--- src/include/membridge_defs.svh ---
`ifndef MEMBRIDGE_DEFS_SVH
`define MEMBRIDGE_DEFS_SVH

// word quantities count 64-bit words
`define MB_WORD_AW          29     // word address or word count
`define MB_BYTE_AW          32     // axi byte address

// burst shaping
`define MB_BURST_WORDS      16     // beats in a full burst
`define MB_MAX_OUTSTANDING  8      // bursts issued w/o response
`define MB_CNT_W            8      // status counter width

// apb register map, byte offsets
`define MB_REG_CTRL         8'h00  // enable, start, reload
`define MB_REG_LO           8'h04  // window base
`define MB_REG_SIZE         8'h08  // window size
`define MB_REG_START        8'h0C  // start offset in window
`define MB_REG_LEN          8'h10  // transfer length
`define MB_REG_STATUS       8'h14  // read only

`endif

--- src/design/membridge_pkg.sv ---
`include "membridge_defs.svh"

package membridge_pkg;

    typedef logic [`MB_WORD_AW-1:0]              word_addr_t; // word address or count
    typedef logic [`MB_BYTE_AW-1:0]              byte_addr_t; // axi address
    typedef logic [63:0]                         data_t;      // one source word
    typedef logic [$clog2(`MB_BURST_WORDS)-1:0]  beat_cnt_t;  // awlen field
    typedef logic [`MB_CNT_W-1:0]                burst_cnt_t; // status counters

    // address generator states
    typedef enum logic [1:0] {
        IDLE,   // waiting for start
        CALC,   // form address and length
        ISSUE   // aw valid until accepted
    } ag_state_t;

    typedef enum logic [7:0] {
        REG_CTRL   = `MB_REG_CTRL,
        REG_LO     = `MB_REG_LO,
        REG_SIZE   = `MB_REG_SIZE,
        REG_START  = `MB_REG_START,
        REG_LEN    = `MB_REG_LEN,
        REG_STATUS = `MB_REG_STATUS
    } reg_offs_t;

endpackage

--- src/design/membridge_regs.sv ---
`timescale 1ns/1ps
`include "membridge_defs.svh"

module membridge_regs (
    input  logic                      hclk,
    input  logic                      rst,
    input  logic                      psel_i,
    input  logic                      penable_i,
    input  logic                      pwrite_i,
    input  logic [7:0]                paddr_i,
    input  logic [31:0]               pwdata_i,
    input  logic                      busy_i,
    input  logic                      done_i,
    input  logic                      err_i,
    input  membridge_pkg::burst_cnt_t bursts_i,
    input  membridge_pkg::burst_cnt_t resp_i,
    output logic [31:0]               prdata_o,
    output logic                      pready_o,
    output logic                      pslverr_o,
    output logic                      enable_o,
    output logic                      start_o,
    output logic                      reset_addr_o,
    output membridge_pkg::word_addr_t lo_addr_o,
    output membridge_pkg::word_addr_t size_o,
    output membridge_pkg::word_addr_t start_addr_o,
    output membridge_pkg::word_addr_t len_o
);
    import membridge_pkg::*;

    localparam int ALIGN = $clog2(`MB_BURST_WORDS); // burst alignment bits

    logic       access;      // apb access phase
    logic       wr;          // write in access phase
    logic       wr_ctrl;
    logic       mapped;      // offset hits a register
    word_addr_t wdata_word;  // write data cut to word width
    word_addr_t wdata_align; // same, low bits dropped

    assign pready_o    = 1'b1; // no wait states
    assign access      = psel_i & penable_i;
    assign wr          = access & pwrite_i;
    assign wr_ctrl     = wr & (paddr_i == REG_CTRL);
    assign wdata_word  = pwdata_i[`MB_WORD_AW-1:0];
    assign wdata_align = {wdata_word[`MB_WORD_AW-1:ALIGN], {ALIGN{1'b0}}};
    assign pslverr_o   = access & (~mapped | (pwrite_i & (paddr_i == REG_STATUS)));

    // readback mux
    always_comb begin
        mapped   = 1'b1;
        prdata_o = '0;
        case (paddr_i)
            REG_CTRL:   prdata_o = {31'd0, enable_o};
            REG_LO:     prdata_o = 32'(lo_addr_o);
            REG_SIZE:   prdata_o = 32'(size_o);
            REG_START:  prdata_o = 32'(start_addr_o);
            REG_LEN:    prdata_o = 32'(len_o);
            REG_STATUS: prdata_o = {8'd0, resp_i, bursts_i, 5'd0, err_i, busy_i, done_i};
            default:    mapped = 1'b0; // unmapped offset
        endcase
    end

    // window and length
    always_ff @(posedge hclk) begin
        if (wr && (paddr_i == REG_LO)) begin
            lo_addr_o <= wdata_align; // 16-word aligned
        end
        if (wr && (paddr_i == REG_SIZE)) begin
            size_o <= wdata_align;
        end
        if (wr && (paddr_i == REG_START)) begin
            start_addr_o <= wdata_align;
        end
        if (wr && (paddr_i == REG_LEN)) begin
            len_o <= wdata_word; // any length
        end
    end

    always_ff @(posedge hclk or posedge rst) begin
        if (rst) begin
            enable_o     <= 1'b0;
            start_o      <= 1'b0;
            reset_addr_o <= 1'b0;
        end else begin
            // one cycle pulse, dropped while a transfer runs
            start_o <= wr_ctrl & pwdata_i[1] & ~busy_i & ~start_o;
            if (wr_ctrl) begin
                enable_o     <= pwdata_i[0];
                reset_addr_o <= pwdata_i[2]; // reload offset from START
            end
        end
    end

endmodule

--- src/design/membridge_addr_gen.sv ---
`timescale 1ns/1ps
`include "membridge_defs.svh"

module membridge_addr_gen (
    input  logic                      hclk,
    input  logic                      rst,
    input  logic                      start_i,
    input  logic                      reset_addr_i,
    input  membridge_pkg::word_addr_t lo_addr_i,
    input  membridge_pkg::word_addr_t size_i,
    input  membridge_pkg::word_addr_t start_addr_i,
    input  membridge_pkg::word_addr_t len_i,
    input  logic                      allow_i,
    input  logic                      afi_awready_i,
    output membridge_pkg::byte_addr_t afi_awaddr_o,
    output membridge_pkg::beat_cnt_t  afi_awlen_o,
    output logic                      afi_awvalid_o,
    output logic                      aw_fire_o
);
    import membridge_pkg::*;

    localparam int         BW    = $clog2(`MB_BURST_WORDS); // bits inside a burst
    localparam word_addr_t BURST = word_addr_t'(`MB_BURST_WORDS);

    ag_state_t               state;
    word_addr_t              rel_addr; // offset from window base
    word_addr_t              left;     // words not yet covered by an aw
    logic                    partial;  // less than a full burst left
    logic                    last_win; // current burst is the top of the window
    logic [`MB_WORD_AW-1:BW] last_blk; // burst index before rollover
    word_addr_t              tail;     // size of a partial burst

    assign partial  = ~|left[`MB_WORD_AW-1:BW];
    assign last_blk = size_i[`MB_WORD_AW-1:BW] - 1'b1;
    assign tail     = {{(`MB_WORD_AW-BW){1'b0}}, left[BW-1:0]};

    // allow can only rise while valid is up, so payload holds
    assign afi_awvalid_o = (state == ISSUE) & allow_i;
    assign aw_fire_o     = afi_awvalid_o & afi_awready_i;

    // burst payload, formed in CALC and held through ISSUE
    always_ff @(posedge hclk) begin
        if (state == CALC) begin
            afi_awaddr_o <= {lo_addr_i + rel_addr, 3'b000}; // words to bytes
            afi_awlen_o  <= partial ? left[BW-1:0] - 1'b1 : '1;
            last_win     <= rel_addr[`MB_WORD_AW-1:BW] == last_blk;
        end
    end

    always_ff @(posedge hclk or posedge rst) begin
        if (rst) begin
            state    <= IDLE;
            rel_addr <= '0;
            left     <= '0;
        end else begin
            case (state)
                IDLE: begin
                    if (start_i) begin
                        left  <= len_i;
                        state <= CALC;
                        if (reset_addr_i) begin
                            rel_addr <= start_addr_i; // else continue
                        end
                    end
                end
                CALC: begin
                    state <= (left == '0) ? IDLE : ISSUE; // nothing left, stop
                end
                ISSUE: begin
                    if (aw_fire_o) begin
                        state <= CALC;
                        left  <= partial ? '0 : left - BURST;
                        if (partial) begin
                            rel_addr <= rel_addr + tail; // final short burst
                        end else if (last_win) begin
                            rel_addr <= '0; // back to window base
                        end else begin
                            rel_addr <= rel_addr + BURST;
                        end
                    end
                end
                default: state <= IDLE;
            endcase
        end
    end

endmodule

--- src/design/membridge_data_burst.sv ---
`timescale 1ns/1ps
`include "membridge_defs.svh"

module membridge_data_burst (
    input  logic                      hclk,
    input  logic                      rst,
    input  logic                      start_i,
    input  membridge_pkg::word_addr_t len_i,
    input  logic                      src_valid_i,
    input  membridge_pkg::data_t      src_data_i,
    input  logic                      afi_wready_i,
    output logic                      src_ready_o,
    output membridge_pkg::data_t      afi_wdata_o,
    output logic                      afi_wvalid_o,
    output logic                      afi_wlast_o,
    output logic                      data_done_o
);
    import membridge_pkg::*;

    localparam beat_cnt_t LAST_POS = beat_cnt_t'(`MB_BURST_WORDS - 1); // 16th beat

    logic       active;     // streaming words
    word_addr_t left;       // words still to send
    beat_cnt_t  beat_pos;   // position inside current burst
    logic       beat;       // word moves this cycle
    logic       final_beat; // last word of the transfer

    // source feeds the w channel straight through
    assign src_ready_o  = active & afi_wready_i;
    assign afi_wvalid_o = active & src_valid_i;
    assign afi_wdata_o  = src_data_i;
    assign beat         = afi_wvalid_o & afi_wready_i;
    assign final_beat   = left == word_addr_t'(1);

    // stable while valid waits, counters move only on a beat
    assign afi_wlast_o = active & (final_beat | (beat_pos == LAST_POS));

    always_ff @(posedge hclk or posedge rst) begin
        if (rst) begin
            active      <= 1'b0;
            left        <= '0;
            beat_pos    <= '0;
            data_done_o <= 1'b0;
        end else if (start_i) begin
            active      <= len_i != '0;
            left        <= len_i;
            beat_pos    <= '0;
            data_done_o <= len_i == '0; // empty transfer done at once
        end else if (beat) begin
            left     <= left - 1'b1;
            beat_pos <= afi_wlast_o ? '0 : beat_pos + 1'b1; // restart per burst
            if (final_beat) begin
                active      <= 1'b0;
                data_done_o <= 1'b1; // held until next start
            end
        end
    end

endmodule

--- src/design/membridge_xfer_ctrl.sv ---
`timescale 1ns/1ps
`include "membridge_defs.svh"

module membridge_xfer_ctrl (
    input  logic                      hclk,
    input  logic                      rst,
    input  logic                      start_i,
    input  logic                      enable_i,
    input  logic                      aw_fire_i,
    input  logic                      data_done_i,
    input  logic                      afi_bvalid_i,
    input  logic [1:0]                afi_bresp_i,
    output logic                      afi_bready_o,
    output logic                      allow_o,
    output logic                      busy_o,
    output logic                      done_o,
    output logic                      err_o,
    output membridge_pkg::burst_cnt_t bursts_o,
    output membridge_pkg::burst_cnt_t resp_o
);
    import membridge_pkg::*;

    localparam burst_cnt_t MAX_OUT = burst_cnt_t'(`MB_MAX_OUTSTANDING);

    burst_cnt_t in_flight; // issued without response yet
    logic       b_fire;
    logic       bad_resp;  // anything but OKAY
    logic       finish;    // all data sent and acknowledged

    assign afi_bready_o = 1'b1; // responses always taken
    assign b_fire       = afi_bvalid_i & afi_bready_o;
    assign bad_resp     = b_fire & (afi_bresp_i != 2'b00);
    assign in_flight    = bursts_o - resp_o; // wraps cleanly
    assign allow_o      = in_flight < MAX_OUT; // room below the limit
    assign finish       = busy_o & data_done_i & (in_flight == '0);

    always_ff @(posedge hclk or posedge rst) begin
        if (rst) begin
            bursts_o <= '0;
            resp_o   <= '0;
            err_o    <= 1'b0;
            busy_o   <= 1'b0;
            done_o   <= 1'b0;
        end else begin
            if (start_i) begin
                bursts_o <= '0;
            end else if (aw_fire_i) begin
                bursts_o <= bursts_o + 1'b1;
            end
            if (start_i) begin
                resp_o <= '0;
            end else if (b_fire) begin
                resp_o <= resp_o + 1'b1;
            end
            if (start_i) begin
                err_o <= 1'b0;
            end else if (bad_resp) begin
                err_o <= 1'b1; // sticky until next start
            end
            if (start_i) begin
                busy_o <= 1'b1;
            end else if (finish) begin
                busy_o <= 1'b0; // same edge as done
            end
            if (start_i) begin
                done_o <= 1'b0;
            end else if (finish) begin
                done_o <= 1'b1;
            end else if (!enable_i && !busy_o) begin
                done_o <= 1'b0; // disable when idle clears done
            end
        end
    end

endmodule

--- src/design/membridge_top.sv ---
`timescale 1ns/1ps

module membridge_top (
    input  logic                      hclk,
    input  logic                      rst,
    // apb slave
    input  logic                      psel_i,
    input  logic                      penable_i,
    input  logic                      pwrite_i,
    input  logic [7:0]                paddr_i,
    input  logic [31:0]               pwdata_i,
    output logic [31:0]               prdata_o,
    output logic                      pready_o,
    output logic                      pslverr_o,
    // source stream
    input  logic                      src_valid_i,
    input  membridge_pkg::data_t      src_data_i,
    output logic                      src_ready_o,
    // axi write port
    output membridge_pkg::byte_addr_t afi_awaddr_o,
    output membridge_pkg::beat_cnt_t  afi_awlen_o,
    output logic                      afi_awvalid_o,
    input  logic                      afi_awready_i,
    output membridge_pkg::data_t      afi_wdata_o,
    output logic                      afi_wlast_o,
    output logic                      afi_wvalid_o,
    input  logic                      afi_wready_i,
    input  logic                      afi_bvalid_i,
    input  logic [1:0]                afi_bresp_i,
    output logic                      afi_bready_o
);
    import membridge_pkg::*;

    logic       enable;     // ctrl bit 0
    logic       start;      // start pulse
    logic       reset_addr; // reload offset on start
    word_addr_t lo_addr;
    word_addr_t size;
    word_addr_t start_addr;
    word_addr_t len;
    logic       busy;
    logic       done;
    logic       err;
    burst_cnt_t bursts;     // aw handshakes
    burst_cnt_t resp;       // b handshakes
    logic       allow;      // room for another burst
    logic       aw_fire;
    logic       data_done;

    membridge_regs regs_i (
        .hclk (hclk), .rst (rst),
        .psel_i (psel_i), .penable_i (penable_i), .pwrite_i (pwrite_i),
        .paddr_i (paddr_i), .pwdata_i (pwdata_i),
        .busy_i (busy), .done_i (done), .err_i (err), .bursts_i (bursts), .resp_i (resp),
        .prdata_o (prdata_o), .pready_o (pready_o), .pslverr_o (pslverr_o),
        .enable_o (enable), .start_o (start), .reset_addr_o (reset_addr),
        .lo_addr_o (lo_addr), .size_o (size), .start_addr_o (start_addr), .len_o (len)
    );

    // aw side, runs alongside the w side
    membridge_addr_gen addr_gen_i (
        .hclk (hclk), .rst (rst),
        .start_i (start), .reset_addr_i (reset_addr),
        .lo_addr_i (lo_addr), .size_i (size), .start_addr_i (start_addr), .len_i (len),
        .allow_i (allow), .afi_awready_i (afi_awready_i),
        .afi_awaddr_o (afi_awaddr_o), .afi_awlen_o (afi_awlen_o),
        .afi_awvalid_o (afi_awvalid_o), .aw_fire_o (aw_fire)
    );

    membridge_data_burst data_burst_i (
        .hclk (hclk), .rst (rst),
        .start_i (start), .len_i (len),
        .src_valid_i (src_valid_i), .src_data_i (src_data_i), .afi_wready_i (afi_wready_i),
        .src_ready_o (src_ready_o), .afi_wdata_o (afi_wdata_o),
        .afi_wvalid_o (afi_wvalid_o), .afi_wlast_o (afi_wlast_o), .data_done_o (data_done)
    );

    // joins both sides with the b channel
    membridge_xfer_ctrl xfer_ctrl_i (
        .hclk (hclk), .rst (rst),
        .start_i (start), .enable_i (enable), .aw_fire_i (aw_fire), .data_done_i (data_done),
        .afi_bvalid_i (afi_bvalid_i), .afi_bresp_i (afi_bresp_i),
        .afi_bready_o (afi_bready_o), .allow_o (allow),
        .busy_o (busy), .done_o (done), .err_o (err), .bursts_o (bursts), .resp_o (resp)
    );

endmodule

--- config.mk ---
export PLATFORM = sky130hd
export DESIGN_NAME = membridge_top
export DESIGN_NICKNAME = d
export VERILOG_FILES = /design/src/design/membridge_pkg.sv /design/src/design/membridge_regs.sv /design/src/design/membridge_addr_gen.sv /design/src/design/membridge_data_burst.sv /design/src/design/membridge_xfer_ctrl.sv /design/src/design/membridge_top.sv
export VERILOG_INCLUDE_DIRS = /design/src /design/src/include
export SDC_FILE = /design/constraint.sdc
export NUM_CORES = 1
export LEC_CHECK = 0
export BUFFER_PORTS_ARGS = -buffer_cell sky130_fd_sc_hd__buf_2
export CORE_MARGIN = 2
export CORE_UTILIZATION = 57
export DETAILED_ROUTE_END_ITERATION = 6
export GPL_TIMING_DRIVEN = 0
export PLACE_DENSITY = 0.81
export SYNTH_ARGS = -nofsm -noshare
export SYNTH_HDL_FRONTEND = slang
export SYNTH_SLANG_ARGS = --single-unit
export TNS_END_PERCENT = 10
--- constraint.sdc ---
create_clock -name hclk -period 4.64 [get_ports hclk]
set_clock_uncertainty 0.1 [all_clocks]
set_input_delay 0.928 -clock hclk [delete_from_list [all_inputs] [get_ports hclk]]
set_output_delay 0.928 -clock hclk [all_outputs]
set_load 0.02 [all_outputs]
==> results of run 1 <==
worst max-delay path, cell delays in order:
cell	delay, ns
sky130_fd_sc_hd__buf_2	0.11
sky130_fd_sc_hd__clkbuf_1	0.27
sky130_fd_sc_hd__nor4b_2	0.72
sky130_fd_sc_hd__buf_4	0.29
sky130_fd_sc_hd__clkbuf_1	0.52
sky130_fd_sc_hd__nand2_1	0.24
sky130_fd_sc_hd__o221ai_1	0.20
sky130_fd_sc_hd__buf_2	0.25
metrics by stage:
| stage | TNS (ns) | total power, mW |
|---|---|---|
| global placement | -256.91 | 4.96 |
| CTS | 0 | 7.36 |
| finish | 0 | 7.45 |
| detailed placement | 0 | 5.02 |
| global route | 0 | 7.74 |
| floorplan | 0 | 4.36 |
state kept, by name, indices dropped and copies added, names as in the netlist, 2 cells and up:
signal                   count
addr_gen_i.left             29
addr_gen_i.afi_awaddr_o     29
addr_gen_i.rel_addr         29
data_burst_i.left           29
regs_i.lo_addr_o            25
xfer_ctrl_i.bursts_o         8
regs_i.start_addr_o         25
xfer_ctrl_i.resp_o           8
regs_i.len_o                29
data_burst_i.beat_pos        4
addr_gen_i.afi_awlen_o       4
regs_i.size_o               25
addr_gen_i.state             2
kinds of logic after synthesis:
logic type | Yosys count
AND/OR/NAND/NOR | 481
multiplexers | 51
XOR/XNOR | 87
buffers and inverters | 194
adder cells (fa/ha/maj) | 48
flip-flops | 255
other | 2
AO/OA/AOI/OAI | 388
layout make-up:
| class | instances | area share, % |
|---|---|---|
| well taps | 335 | 2.40 |
| plain buffers | 145 | 4.82 |
| repair buffers | 184 | 5.75 |
| clock buffers | 34 | 4.43 |
| flip-flops and latches | 255 | 40.4 |
| inverters | 49 | 1.08 |
| clock inverters | 18 | 1.17 |
| multi-input cells | 1063 | 39.9 |
| diodes | 1 | 0.0143 |
path summary, 6_finish.rpt:
| path | endpoint | cells past startpoint | slack, ns |
|---|---|---|---|
| setup / recovery | prdata_o[8] | 8 | 0.08 |
| hold / removal | addr_gen_i.left[13] | 2 | 0.28 |
| setup reg to reg | addr_gen_i.left[19] | 13 | 0.41 |
| hold reg to reg | addr_gen_i.left[23] | 1 | 0.39 |
| max in group asynchronous | addr_gen_i.rel_addr[28] | 3 | 3.40 |
| min in group hclk | addr_gen_i.left[23] | 1 | 0.39 |
where the power goes:
part / total [mW] / switching, mW / internal, mW / leakage [nW]
Clock: 2.37 / 1.00 / 1.37 / 0.462
Sequential: 2.83 / 0.243 / 2.59 / 2.71
Combinational: 2.24 / 1.42 / 0.815 / 3.87
Total: 7.45 / 2.67 / 4.77 / 7.04
per-layer routing:
metal / routed length [um] / up-vias
li1: - / 5957
met1: 19900 / 6500
met2: 21900 / 903
met3: 5790 / 134
met4: 2090 / 2
met5: 13 / -
synthesized netlist by cell type, types with 28 or more instances:
master | instances | area share, %
sky130_fd_sc_hd__buf_4 | 73 | 3.6
sky130_fd_sc_hd__xnor2_1 | 59 | 3.4
sky130_fd_sc_hd__mux2i_1 | 44 | 2.9
sky130_fd_sc_hd__nand2_1 | 140 | 3.5
sky130_fd_sc_hd__xor2_1 | 28 | 1.6
sky130_fd_sc_hd__dfrtp_1 | 117 | 19
sky130_fd_sc_hd__nor2_1 | 90 | 2.2
sky130_fd_sc_hd__o21ai_0 | 125 | 4.2
sky130_fd_sc_hd__nand3_1 | 28 | 0.93
sky130_fd_sc_hd__a21oi_1 | 52 | 1.7
sky130_fd_sc_hd__clkbuf_1 | 52 | 1.3
sky130_fd_sc_hd__nor3_1 | 61 | 2.0
sky130_fd_sc_hd__inv_1 | 48 | 1.2
sky130_fd_sc_hd__ha_1 | 45 | 3.7
sky130_fd_sc_hd__edfxtp_1 | 138 | 28
sky130_fd_sc_hd__nor4_1 | 31 | 1.3
==> impl_summary.log, run 1 <==
[metrics] worst setup path startpoint: paddr_i[2]
[metrics] most used routing layer: met2
[metrics] area of the mapped netlist: 15000 um^2
[metrics] final standard cell area without fillers: 17500 um^2
[metrics] Max IR drop VDD: 0.362 mV
[metrics] most common cell after layout, fill and taps aside: sky130_fd_sc_hd__buf_2
[metrics] # DRC: 0
[metrics] per-instance average area after synthesis: 9.97 um^2
[metrics] most frequent cells in the layout: sky130_fd_sc_hd__buf_2, sky130_fd_sc_hd__nand2_1, sky130_fd_sc_hd__edfxtp_1, sky130_fd_sc_hd__o21ai_0, sky130_fd_sc_hd__dfrtp_1
[metrics] global-route wire length before repair: 74800 um
[metrics] number of gates resized after CTS: 0
[metrics] slack of the critical path: 0.0787 ns
[metrics] post-synthesis instance total: 1506
[metrics] basic-gate share of the synthesized area counting and, or, nand and nor cells: 16.1%
[metrics] count of cell types in the netlist: 76
[metrics] CTS Buffer Depth: 3
[metrics] pre-CTS setup slack: 0.253 ns
[metrics] CTS clock-pin slew for the worst setup and hold paths: 0.06 ns
[metrics] DRT Wirelength: 49700 um
[metrics] number of enable-type register cells in the synthesized netlist: 138
[metrics] layout cells sized above 1: 20.0%
[metrics] status: complete, no violations
[metrics] routability congestion estimate: 0.982
[metrics] Num CTS Buffers: 28
[metrics] clock network latency to the later pin of the worst-skew pair: 0.56 ns
[metrics] highest attainable clock frequency: 219 MHz
[metrics] pwr dens: 426 nW/um^2
[metrics] sequential cell area: 7070 um^2
[metrics] Fill cells: 2074
[metrics] Global Route Usage Sum: 34.9%
[metrics] Global Route met1 Usage: 48.3%
[metrics] final setup vio count: 0
[metrics] combinational family with the most area after synthesis: compound AO/OA/AOI/OAI gates
[metrics] floorplan die height: 166 um
[metrics] aggregate global routing overflow: 0
[metrics] # Max-Cap Violations: 0
[metrics] CP Data Arrival Time: 3.53 ns
[metrics] Hold Path Class: in -> async
[metrics] total core area: 26000 um^2
[metrics] static power due to leakage: 7.04 nW
[metrics] DP HPWL: 37500 um
[metrics] met2 capacity usage during global routing: 54.3%
[metrics] # rows: 59
[metrics] average vias per placed instance: 6.48
[metrics] number of nets still failing antenna checks after routing: 0
[metrics] number of pins exceeding their max-slew limit in the final report: 0
[metrics] required time reported for the critical path endpoint: 3.61 ns
[metrics] XOR/XNOR Fraction of Synth Area: 5.07%
[metrics] area overhead of the layout relative to synthesis: 16.4%
[metrics] DR iter-0 viols: 1625
[metrics] detailed-router iteration count before antenna repair: 6
[metrics] unrepaired setup endpoints after global routing: false
[metrics] worst reg2reg path startpoint: xfer_ctrl_i.bursts_o[0]
[metrics] slew of the pin with the lowest slew margin: 1.17 ns
[metrics] warning count from the yosys run: 0
[metrics] average wire per standard cell: 23.8 um
[metrics] detailed-route via count: 13500
[metrics] Max Fanout on Critical Path: 10
[metrics] Synth async-reset ratio: 45.9%
[metrics] number of synthesized register bits: 255
[metrics] CTS tree: built
[metrics] min cycle time layout: 4.56 ns
[metrics] level count of the clock H-tree: 1
[metrics] Die X: 166 um
[metrics] Post CTS Setup Buffer Count: 0
[metrics] part of the Yosys area used for sequential elements: 47.1%
[metrics] Placement Cell Area: 16500 um^2
[metrics] adder-cell share of the synthesized area: 4.15%
[metrics] CTS sink count: 255
[metrics] Hold Vio Cnt, Final: 0
[metrics] number of buffers added on ports: 175
[metrics] Fin Hold WS: 0.284 ns
[metrics] count of placed standard cells in the final layout, fillers left out: 2084
[metrics] met3 track demand over resource: 7.98%
[metrics] area of the multi-input gates: 6980 um^2
[metrics] # IOs: 254
[metrics] post-route core utilization: 67.3%
[metrics] Final Net Count: 1889
[metrics] sort of element at the start of the critical path: input port
[metrics] Post-synth top flop: sky130_fd_sc_hd__edfxtp_1
[metrics] final critical-path share of the clock period: 98.3%
[metrics] number of buffers added to fix hold violations after cts: 0
[metrics] maximum number of pins on one net before global-route repair: 77
[metrics] compound-gate portion of the synthesized area: 17.2%
[metrics] vias in the first global route: 12600
[metrics] multiplexer fraction of the synthesized cell area: 3.46%
[metrics] initial core utilization: 57.8%
[metrics] relative max-transition margin: 21.9%
[metrics] buffer cell driving the clock tree root: sky130_fd_sc_hd__clkbuf_16
[metrics] full die area: 27700 um^2
[metrics] capturing element type of the critical path: output port
[metrics] Crit Path Class: in -> out
[metrics] number of antenna violations at the first check in global routing: 2
[metrics] cell total after placement: 2031
No activity file was read; power rests on OpenSTA's default activity.
==> run 2: changes to the inputs <==
--- a/config.mk
+++ b/config.mk
@@ -8,10 +8,10 @@
 export LEC_CHECK = 0
 export BUFFER_PORTS_ARGS = -buffer_cell sky130_fd_sc_hd__buf_2
 export CORE_MARGIN = 2
-export CORE_UTILIZATION = 57
+export CORE_UTILIZATION = 30
 export DETAILED_ROUTE_END_ITERATION = 6
 export GPL_TIMING_DRIVEN = 0
-export PLACE_DENSITY = 0.81
+export PLACE_DENSITY_LB_ADDON = 0.15
 export SYNTH_ARGS = -nofsm -noshare
 export SYNTH_HDL_FRONTEND = slang
 export SYNTH_SLANG_ARGS = --single-unit
==> run 2 against run 1 <==
  * Sequential power about the same
  * Combinational power about the same
  * Cell area increased by 2.2%
  * Largest cell class unchanged
  * Highest routed layer unchanged
==> impl_summary.log, run 2 (same netlist as run 1, synthesis figures left out) <==
[metrics] status: complete, no violations (unchanged)
[metrics] routability congestion estimate: 0.918 (was 0.982)
[metrics] buffer cell driving the clock tree root: sky130_fd_sc_hd__clkbuf_16 (unchanged)
[metrics] Max Fanout on Critical Path: 10 (unchanged)
[metrics] Global Route Usage Sum: 20.6% (was 34.9%)
[metrics] final standard cell area without fillers: 17900 um^2 (was 17500 um^2)
[metrics] DRT Wirelength: 54800 um (was 49700 um)
[metrics] slew of the pin with the lowest slew margin: 1.27 ns (was 1.17 ns)
[metrics] Post CTS Setup Buffer Count: 0 (unchanged)
[metrics] number of pins exceeding their max-slew limit in the final report: 0 (unchanged)
[metrics] detailed-router iteration count before antenna repair: 7 (was 6)
[metrics] maximum number of pins on one net before global-route repair: 66 (was 77)
[metrics] worst-path cell chain: clkbuf_1 -> nor2_1 -> nand2_1 -> clkbuf_1 -> buf_1 -> o221ai_1 -> buf_2 (was buf_2 -> clkbuf_1 -> nor4b_2 -> buf_4 -> clkbuf_1 -> nand2_1 -> o221ai_1 -> buf_2)
[metrics] # IOs: 254 (unchanged)
[metrics] number of buffers added on ports: 175 (unchanged)
[metrics] number of nets still failing antenna checks after routing: 0 (unchanged)
[metrics] Max IR drop VDD: 0.335 mV (was 0.362 mV)
[metrics] clock network latency to the later pin of the worst-skew pair: 0.58 ns (was 0.56 ns)
[metrics] DP HPWL: 41900 um (was 37500 um)
[metrics] static power due to leakage: 7.04 nW (about the same)
[metrics] floorplan die height: 228 um (was 166 um)
[metrics] layout cells sized above 1: 19.6% (was 20.0%)
[metrics] sort of element at the start of the critical path: input port (unchanged)
[metrics] min cycle time layout: 4.53 ns (was 4.56 ns)
[metrics] number of antenna violations at the first check in global routing: 3 (was 2)
[metrics] initial core utilization: 30.6% (was 57.8%)
[metrics] CP top delay family: buffers and inverters (unchanged)
[metrics] sequential cell area: 7070 um^2 (unchanged)
[metrics] capturing element type of the critical path: output port (unchanged)
[metrics] highest attainable clock frequency: 221 MHz (was 219 MHz)
[metrics] pwr dens: 417 nW/um^2 (was 426 nW/um^2)
[metrics] Die X: 228 um (was 166 um)
[metrics] most common cell after layout, fill and taps aside: sky130_fd_sc_hd__buf_2 (unchanged)
[metrics] required time reported for the critical path endpoint: 3.61 ns (about the same)
[metrics] # DRC: 0 (unchanged)
[metrics] area of the multi-input gates: 6990 um^2 (was 6980 um^2)
[metrics] CTS sink count: 255 (unchanged)
[metrics] Hold Vio Cnt, Final: 0 (unchanged)
[metrics] CP Data Arrival Time: 3.50 ns (was 3.53 ns)
[metrics] slowest stage cell, crit path: sky130_fd_sc_hd__buf_1 (was sky130_fd_sc_hd__nor4b_2)
[metrics] post-layout power: 7.45 mW (about the same)
[metrics] global-route wire length before repair: 81900 um (was 74800 um)
[metrics] level count of the clock H-tree: 1 (unchanged)
[metrics] unrepaired setup endpoints after global routing: false (unchanged)
[metrics] Placement Cell Area: 16900 um^2 (was 16500 um^2)
[metrics] average vias per placed instance: 5.37 (was 6.48)
[metrics] relative max-transition margin: 15.1% (was 21.9%)
[metrics] Final Net Count: 1890 (was 1889)
[metrics] Num CTS Buffers: 31 (was 28)
[metrics] # rows: 81 (was 59)
[metrics] most numerous cell on the critical path: sky130_fd_sc_hd__clkbuf_1
[metrics] aggregate global routing overflow: 0 (unchanged)
[metrics] CTS clock-pin slew for the worst setup and hold paths: 0.06 ns (about the same)
[metrics] detailed-route via count: 13000 (was 13500)
[metrics] Crit Path Class: in -> out (unchanged)
[metrics] CTS Buffer Depth: 3 (unchanged)
[metrics] most frequent cells in the layout: sky130_fd_sc_hd__buf_2, sky130_fd_sc_hd__nand2_1, sky130_fd_sc_hd__edfxtp_1, sky130_fd_sc_hd__o21ai_0, sky130_fd_sc_hd__dfrtp_1 (unchanged)
[metrics] area overhead of the layout relative to synthesis: 19.0% (was 16.4%)
[metrics] vias in the first global route: 12500 (was 12600)
[metrics] average wire per standard cell: 22.7 um (was 23.8 um)
[metrics] buffer and inverter count on the worst path: 4 (was 5)
[metrics] Fill cells: 4972 (was 2074)
[metrics] CTS tree: built (unchanged)
[metrics] final setup vio count: 0 (unchanged)
[metrics] full die area: 51900 um^2 (was 27700 um^2)
[metrics] # Max-Cap Violations: 0 (unchanged)
[metrics] post-route core utilization: 36.4% (was 67.3%)
[metrics] Hold Path Class: in -> async (unchanged)
[metrics] longest individual stage delay on the worst path: 0.63 ns (was 0.72 ns)
[metrics] final critical-path share of the clock period: 97.5% (was 98.3%)
[metrics] DR iter-0 viols: 1054 (was 1625)
[metrics] total core area: 49200 um^2 (was 26000 um^2)
run 2: report_power, final:
| group | switching (mW) | total [mW] | internal (mW) |
|---|---|---|---|
| clock | 0.990 | 2.37 | 1.38 |
| combinational | 1.43 | 2.23 | 0.809 |
| sequential | 0.260 | 2.85 | 2.59 |
run 2: area by class of cell:
class | instances | area share (%)
multi-input cells | 1063 | 39.1
clock inverters | 12 | 0.616
plain buffers | 145 | 4.73
well taps | 664 | 4.65
inverters | 49 | 1.06
clock buffers | 44 | 4.78
diodes | 1 | 0.0140
flip-flops and latches | 255 | 39.6
repair buffers | 182 | 5.46
run 2: worst paths after layout:
check	startpoint	to	slack [ns]	cells after the start
min in group hclk	addr_gen_i.left[23]	addr_gen_i.left[23]	0.39	1
worst max register to register	addr_gen_i.left[4]	addr_gen_i.left[1]	0.36	9
worst min register to register	addr_gen_i.left[23]	addr_gen_i.left[23]	0.39	1
max in group asynchronous	rst	addr_gen_i.left[23]	3.37	3
worst max-delay path	paddr_i[3]	prdata_o[14]	0.11	7
worst min-delay path	rst	data_burst_i.left[9]	0.32	2
run 2: stage by stage:
| step | setup WS [ns] | setup TNS, ns | std cells | hold slack [ns] |
|---|---|---|---|---|
| after floorplan | 0.198 | 0 | 1512 | 0.348 |
| after global placement | -2.10 | -359.94 | 2351 | 0.372 |
| after detailed placement | -0.160 | -0.253 | 2358 | 0.371 |
| after CTS | 0.0205 | 0 | 2414 | 0.328 |
| after global routing | 0.0893 | 0 | 2414 | 0.349 |
| final | 0.114 | 0 | 2415 | 0.320 |
run 2: what timing repair did:
item	in CTS	in global routing
setup endpoints to repair	6	10
resized for setup	1	5
hold buffers	0	0
run 2: worst register-to-register path, cell delays in order (launching register included):
cell and delay (ns):
sky130_fd_sc_hd__dfrtp_1 0.40, sky130_fd_sc_hd__inv_1 0.11, sky130_fd_sc_hd__ha_1 0.23, sky130_fd_sc_hd__or4b_1 0.53, sky130_fd_sc_hd__nor2_1 0.37, sky130_fd_sc_hd__nand4_1 0.60
sky130_fd_sc_hd__nand2_1 0.55, sky130_fd_sc_hd__clkbuf_1 0.51, sky130_fd_sc_hd__o21ai_0 0.49, sky130_fd_sc_hd__a22o_1 0.30
run 2: per-layer routing:
| metal | vias up | track usage [%] | part of all wire (%) |
|---|---|---|---|
| li1 | 5970 | - | - |
| met5 | - | 0 | 0.042 |
| met1 | 6419 | 30.2 | 47 |
| met4 | 4 | 5.72 | 2.5 |
| met2 | 501 | 31.3 | 43 |
| met3 | 71 | 3.41 | 6.7 |
==> run 3: changes to the inputs <==
--- a/config.mk
+++ b/config.mk
@@ -7,6 +7,8 @@
 export NUM_CORES = 1
 export LEC_CHECK = 0
 export BUFFER_PORTS_ARGS = -buffer_cell sky130_fd_sc_hd__buf_2
+export CELL_PAD_IN_SITES_DETAIL_PLACEMENT = 0
+export CELL_PAD_IN_SITES_GLOBAL_PLACEMENT = 1
 export CORE_MARGIN = 2
 export CORE_UTILIZATION = 30
 export DETAILED_ROUTE_END_ITERATION = 6
==> run 3 against run 2 <==
  * Critical path depth unchanged
  * Flip-flop and latch count unchanged
  * Clock-buffer cell count decreased by 4
  * Die area unchanged
  * Critical path type unchanged
==> impl_summary.log, run 3 (same netlist as run 1, synthesis figures left out) <==
[metrics] area overhead of the layout relative to synthesis: 19.8% (was 19.0%)
[metrics] maximum number of pins on one net before global-route repair: 77 (was 66)
[metrics] Num CTS Buffers: 31 (unchanged)
[metrics] Global Route Usage Sum: 20.8% (was 20.6%)
[metrics] slew of the pin with the lowest slew margin: 1.29 ns (was 1.27 ns)
[metrics] final critical-path share of the clock period: 97.7% (was 97.5%)
[metrics] # rows: 81 (unchanged)
[metrics] # Max-Cap Violations: 0 (unchanged)
[metrics] floorplan die height: 228 um (unchanged)
[metrics] number of pins exceeding their max-slew limit in the final report: 0 (unchanged)
[metrics] aggregate global routing overflow: 0 (unchanged)
[metrics] average vias per placed instance: 5.27 (was 5.37)
[metrics] status: complete, no violations (unchanged)
[metrics] DR iter-0 viols: 1028 (was 1054)
[metrics] Max Fanout on Critical Path: 10 (unchanged)
[metrics] Die X: 228 um (unchanged)
[metrics] pre-CTS setup slack: 0.0819 ns (was -0.160 ns)
[metrics] sort of element at the start of the critical path: input port (unchanged)
[metrics] level count of the clock H-tree: 1 (unchanged)
[metrics] Max IR drop VDD: 0.211 mV (was 0.335 mV)
[metrics] static power due to leakage: 7.09 nW (was 7.04 nW)
[metrics] DP HPWL: 42300 um (was 41900 um)
[metrics] CTS clock-pin slew for the worst setup and hold paths: 0.06 ns (about the same)
[metrics] post-layout power: 7.68 mW (was 7.45 mW)
[metrics] antenna diode count: 0 (was 1)
[metrics] clock network latency to the later pin of the worst-skew pair: 0.61 ns (was 0.58 ns)
[metrics] CTS tree: built (unchanged)
[metrics] layout cells sized above 1: 20.0% (was 19.6%)
[metrics] detailed-router iteration count before antenna repair: 5 (was 7)
[metrics] required time reported for the critical path endpoint: 3.61 ns (about the same)
[metrics] unrepaired setup endpoints after global routing: false (unchanged)
[metrics] routability congestion estimate: 0.880 (was 0.918)
[metrics] CP Data Arrival Time: 3.51 ns (was 3.50 ns)
[metrics] pwr dens: 427 nW/um^2 (was 417 nW/um^2)
[metrics] relative max-transition margin: 13.5% (was 15.1%)
[metrics] total core area: 49200 um^2 (unchanged)
[metrics] vias in the first global route: 12400 (was 12500)
[metrics] # DRC: 0 (unchanged)
[metrics] number of antenna violations at the first check in global routing: 1 (was 3)
[metrics] buffer cell driving the clock tree root: sky130_fd_sc_hd__clkbuf_16 (unchanged)
[metrics] min cycle time layout: 4.54 ns (was 4.53 ns)
[metrics] most common cell after layout, fill and taps aside: sky130_fd_sc_hd__buf_2 (unchanged)
[metrics] Post CTS Setup Buffer Count: 0 (unchanged)
[metrics] # IOs: 254 (unchanged)
[metrics] Crit Path Class: in -> out (unchanged)
[metrics] Final Net Count: 1891 (was 1890)
[metrics] CTS Buffer Depth: 3 (unchanged)
[metrics] post-route core utilization: 36.6% (was 36.4%)
[metrics] global-route wire length before repair: 82300 um (was 81900 um)
[metrics] number of nets still failing antenna checks after routing: 0 (unchanged)
[metrics] DRT Wirelength: 55300 um (was 54800 um)
[metrics] CTS sink count: 255 (unchanged)
[metrics] initial core utilization: 30.6% (unchanged)
[metrics] slack of the critical path: 0.105 ns (was 0.114 ns)
[metrics] Hold Path Class: in -> async (unchanged)
[metrics] Hold Vio Cnt, Final: 0 (unchanged)
[metrics] most frequent cells in the layout: sky130_fd_sc_hd__buf_2, sky130_fd_sc_hd__nand2_1, sky130_fd_sc_hd__edfxtp_1, sky130_fd_sc_hd__o21ai_0, sky130_fd_sc_hd__dfrtp_1 (unchanged)
[metrics] number of buffers added on ports: 175 (unchanged)
[metrics] full die area: 51900 um^2 (unchanged)
[metrics] capturing element type of the critical path: output port (unchanged)
[metrics] detailed-route via count: 12700 (was 13000)
[metrics] highest attainable clock frequency: 220 MHz (was 221 MHz)
[metrics] final setup vio count: 0 (unchanged)
[metrics] average wire per standard cell: 22.9 um (was 22.7 um)
==> run 3: cell count changes in the layout (fill, tap and decap cells not counted) <==
cell / before / now
sky130_fd_sc_hd__bufinv_16: 2 / 5
sky130_fd_sc_hd__clkbuf_1: 60 / 57
sky130_fd_sc_hd__clkinv_2: 4 / 7
sky130_fd_sc_hd__clkbuf_2: 3 / 1
sky130_fd_sc_hd__a211oi_1: 5 / 4
sky130_fd_sc_hd__a211oi_2: 0 / 1
sky130_fd_sc_hd__buf_6: 5 / 6
sky130_fd_sc_hd__clkbuf_8: 3 / 4
sky130_fd_sc_hd__clkinv_1: 4 / 3
sky130_fd_sc_hd__diode_2: 1 / 0
sky130_fd_sc_hd__inv_16: 0 / 1
sky130_fd_sc_hd__nor4b_2: 0 / 1
sky130_fd_sc_hd__nor4b_4: 1 / 0
==> run 3: per-layer routing <==
layer / vias to the layer above / GRT usage (%) / share of wire, % / wire length [um]
li1: 5977 / - / - / -
met1: 6279 / 29.4 / 46 / 25400
met2: 415 / 32.3 / 45 / 24800
met3: 72 / 4.56 / 6.9 / 3820
met4: 2 / 4.79 / 2.3 / 1290
met5: - / 0 / 0.024 / 13
==> run 3: cell type report <==
class	instances	area, um^2
fill	4990	31200
sequential	255	7070
multi-input combinational	1063	6990
timing repair buffer	183	987
clock buffer	40	850
buffer	145	842
tap	664	831
clock inverter	18	231
inverter	49	189
==> run 3: worst max-delay path, cell delays in order <==
cell,delay (ns)
sky130_fd_sc_hd__clkbuf_1,0.48
sky130_fd_sc_hd__nor4b_2,0.54
sky130_fd_sc_hd__buf_4,0.31
sky130_fd_sc_hd__clkbuf_1,0.65
sky130_fd_sc_hd__nand2_1,0.13
sky130_fd_sc_hd__o221ai_1,0.19
sky130_fd_sc_hd__buf_2,0.25
==> run 3: worst paths after layout <==
path / from / endpoint / slack (ns) / depth (start not counted)
setup / recovery: paddr_i[3] / prdata_o[8] / 0.10 / 7
hold / removal: rst / addr_gen_i.left[27] / 0.27 / 2
setup reg to reg: xfer_ctrl_i.resp_o[0] / addr_gen_i.rel_addr[22] / 0.52 / 12
hold reg to reg: addr_gen_i.rel_addr[0] / addr_gen_i.afi_awaddr_o[3] / 0.39 / 0
max in group asynchronous: rst / xfer_ctrl_i.resp_o[7] / 3.38 / 3
min in group hclk: addr_gen_i.rel_addr[0] / addr_gen_i.afi_awaddr_o[3] / 0.39 / 0
==> run 3: power breakdown <==
group / total (mW) / switching [mW] / internal, mW
Combinational: 2.23 / 1.43 / 0.809
Clock: 2.61 / 1.04 / 1.57
Sequential: 2.84 / 0.245 / 2.59
==> run 3: repair_timing <==
item	in CTS	in global routing
resized for setup	0	2
endpoints found under the setup margin	0	16
hold buffers	0	0
==> run 3: metrics by stage <==
| step | instances | setup TNS (ns) | instance area [um^2] | hold slack, ns |
|---|---|---|---|---|
| floorplan | 1512 | 0 | 15000 | 0.348 |
| global placement | 2351 | -383.80 | 16700 | 0.372 |
| detailed placement | 2359 | 0 | 16900 | 0.373 |
| CTS | 2417 | 0 | 18000 | 0.273 |
| global route | 2417 | 0 | 18000 | 0.294 |
| finish | 2417 | 0 | 18000 | 0.268 |
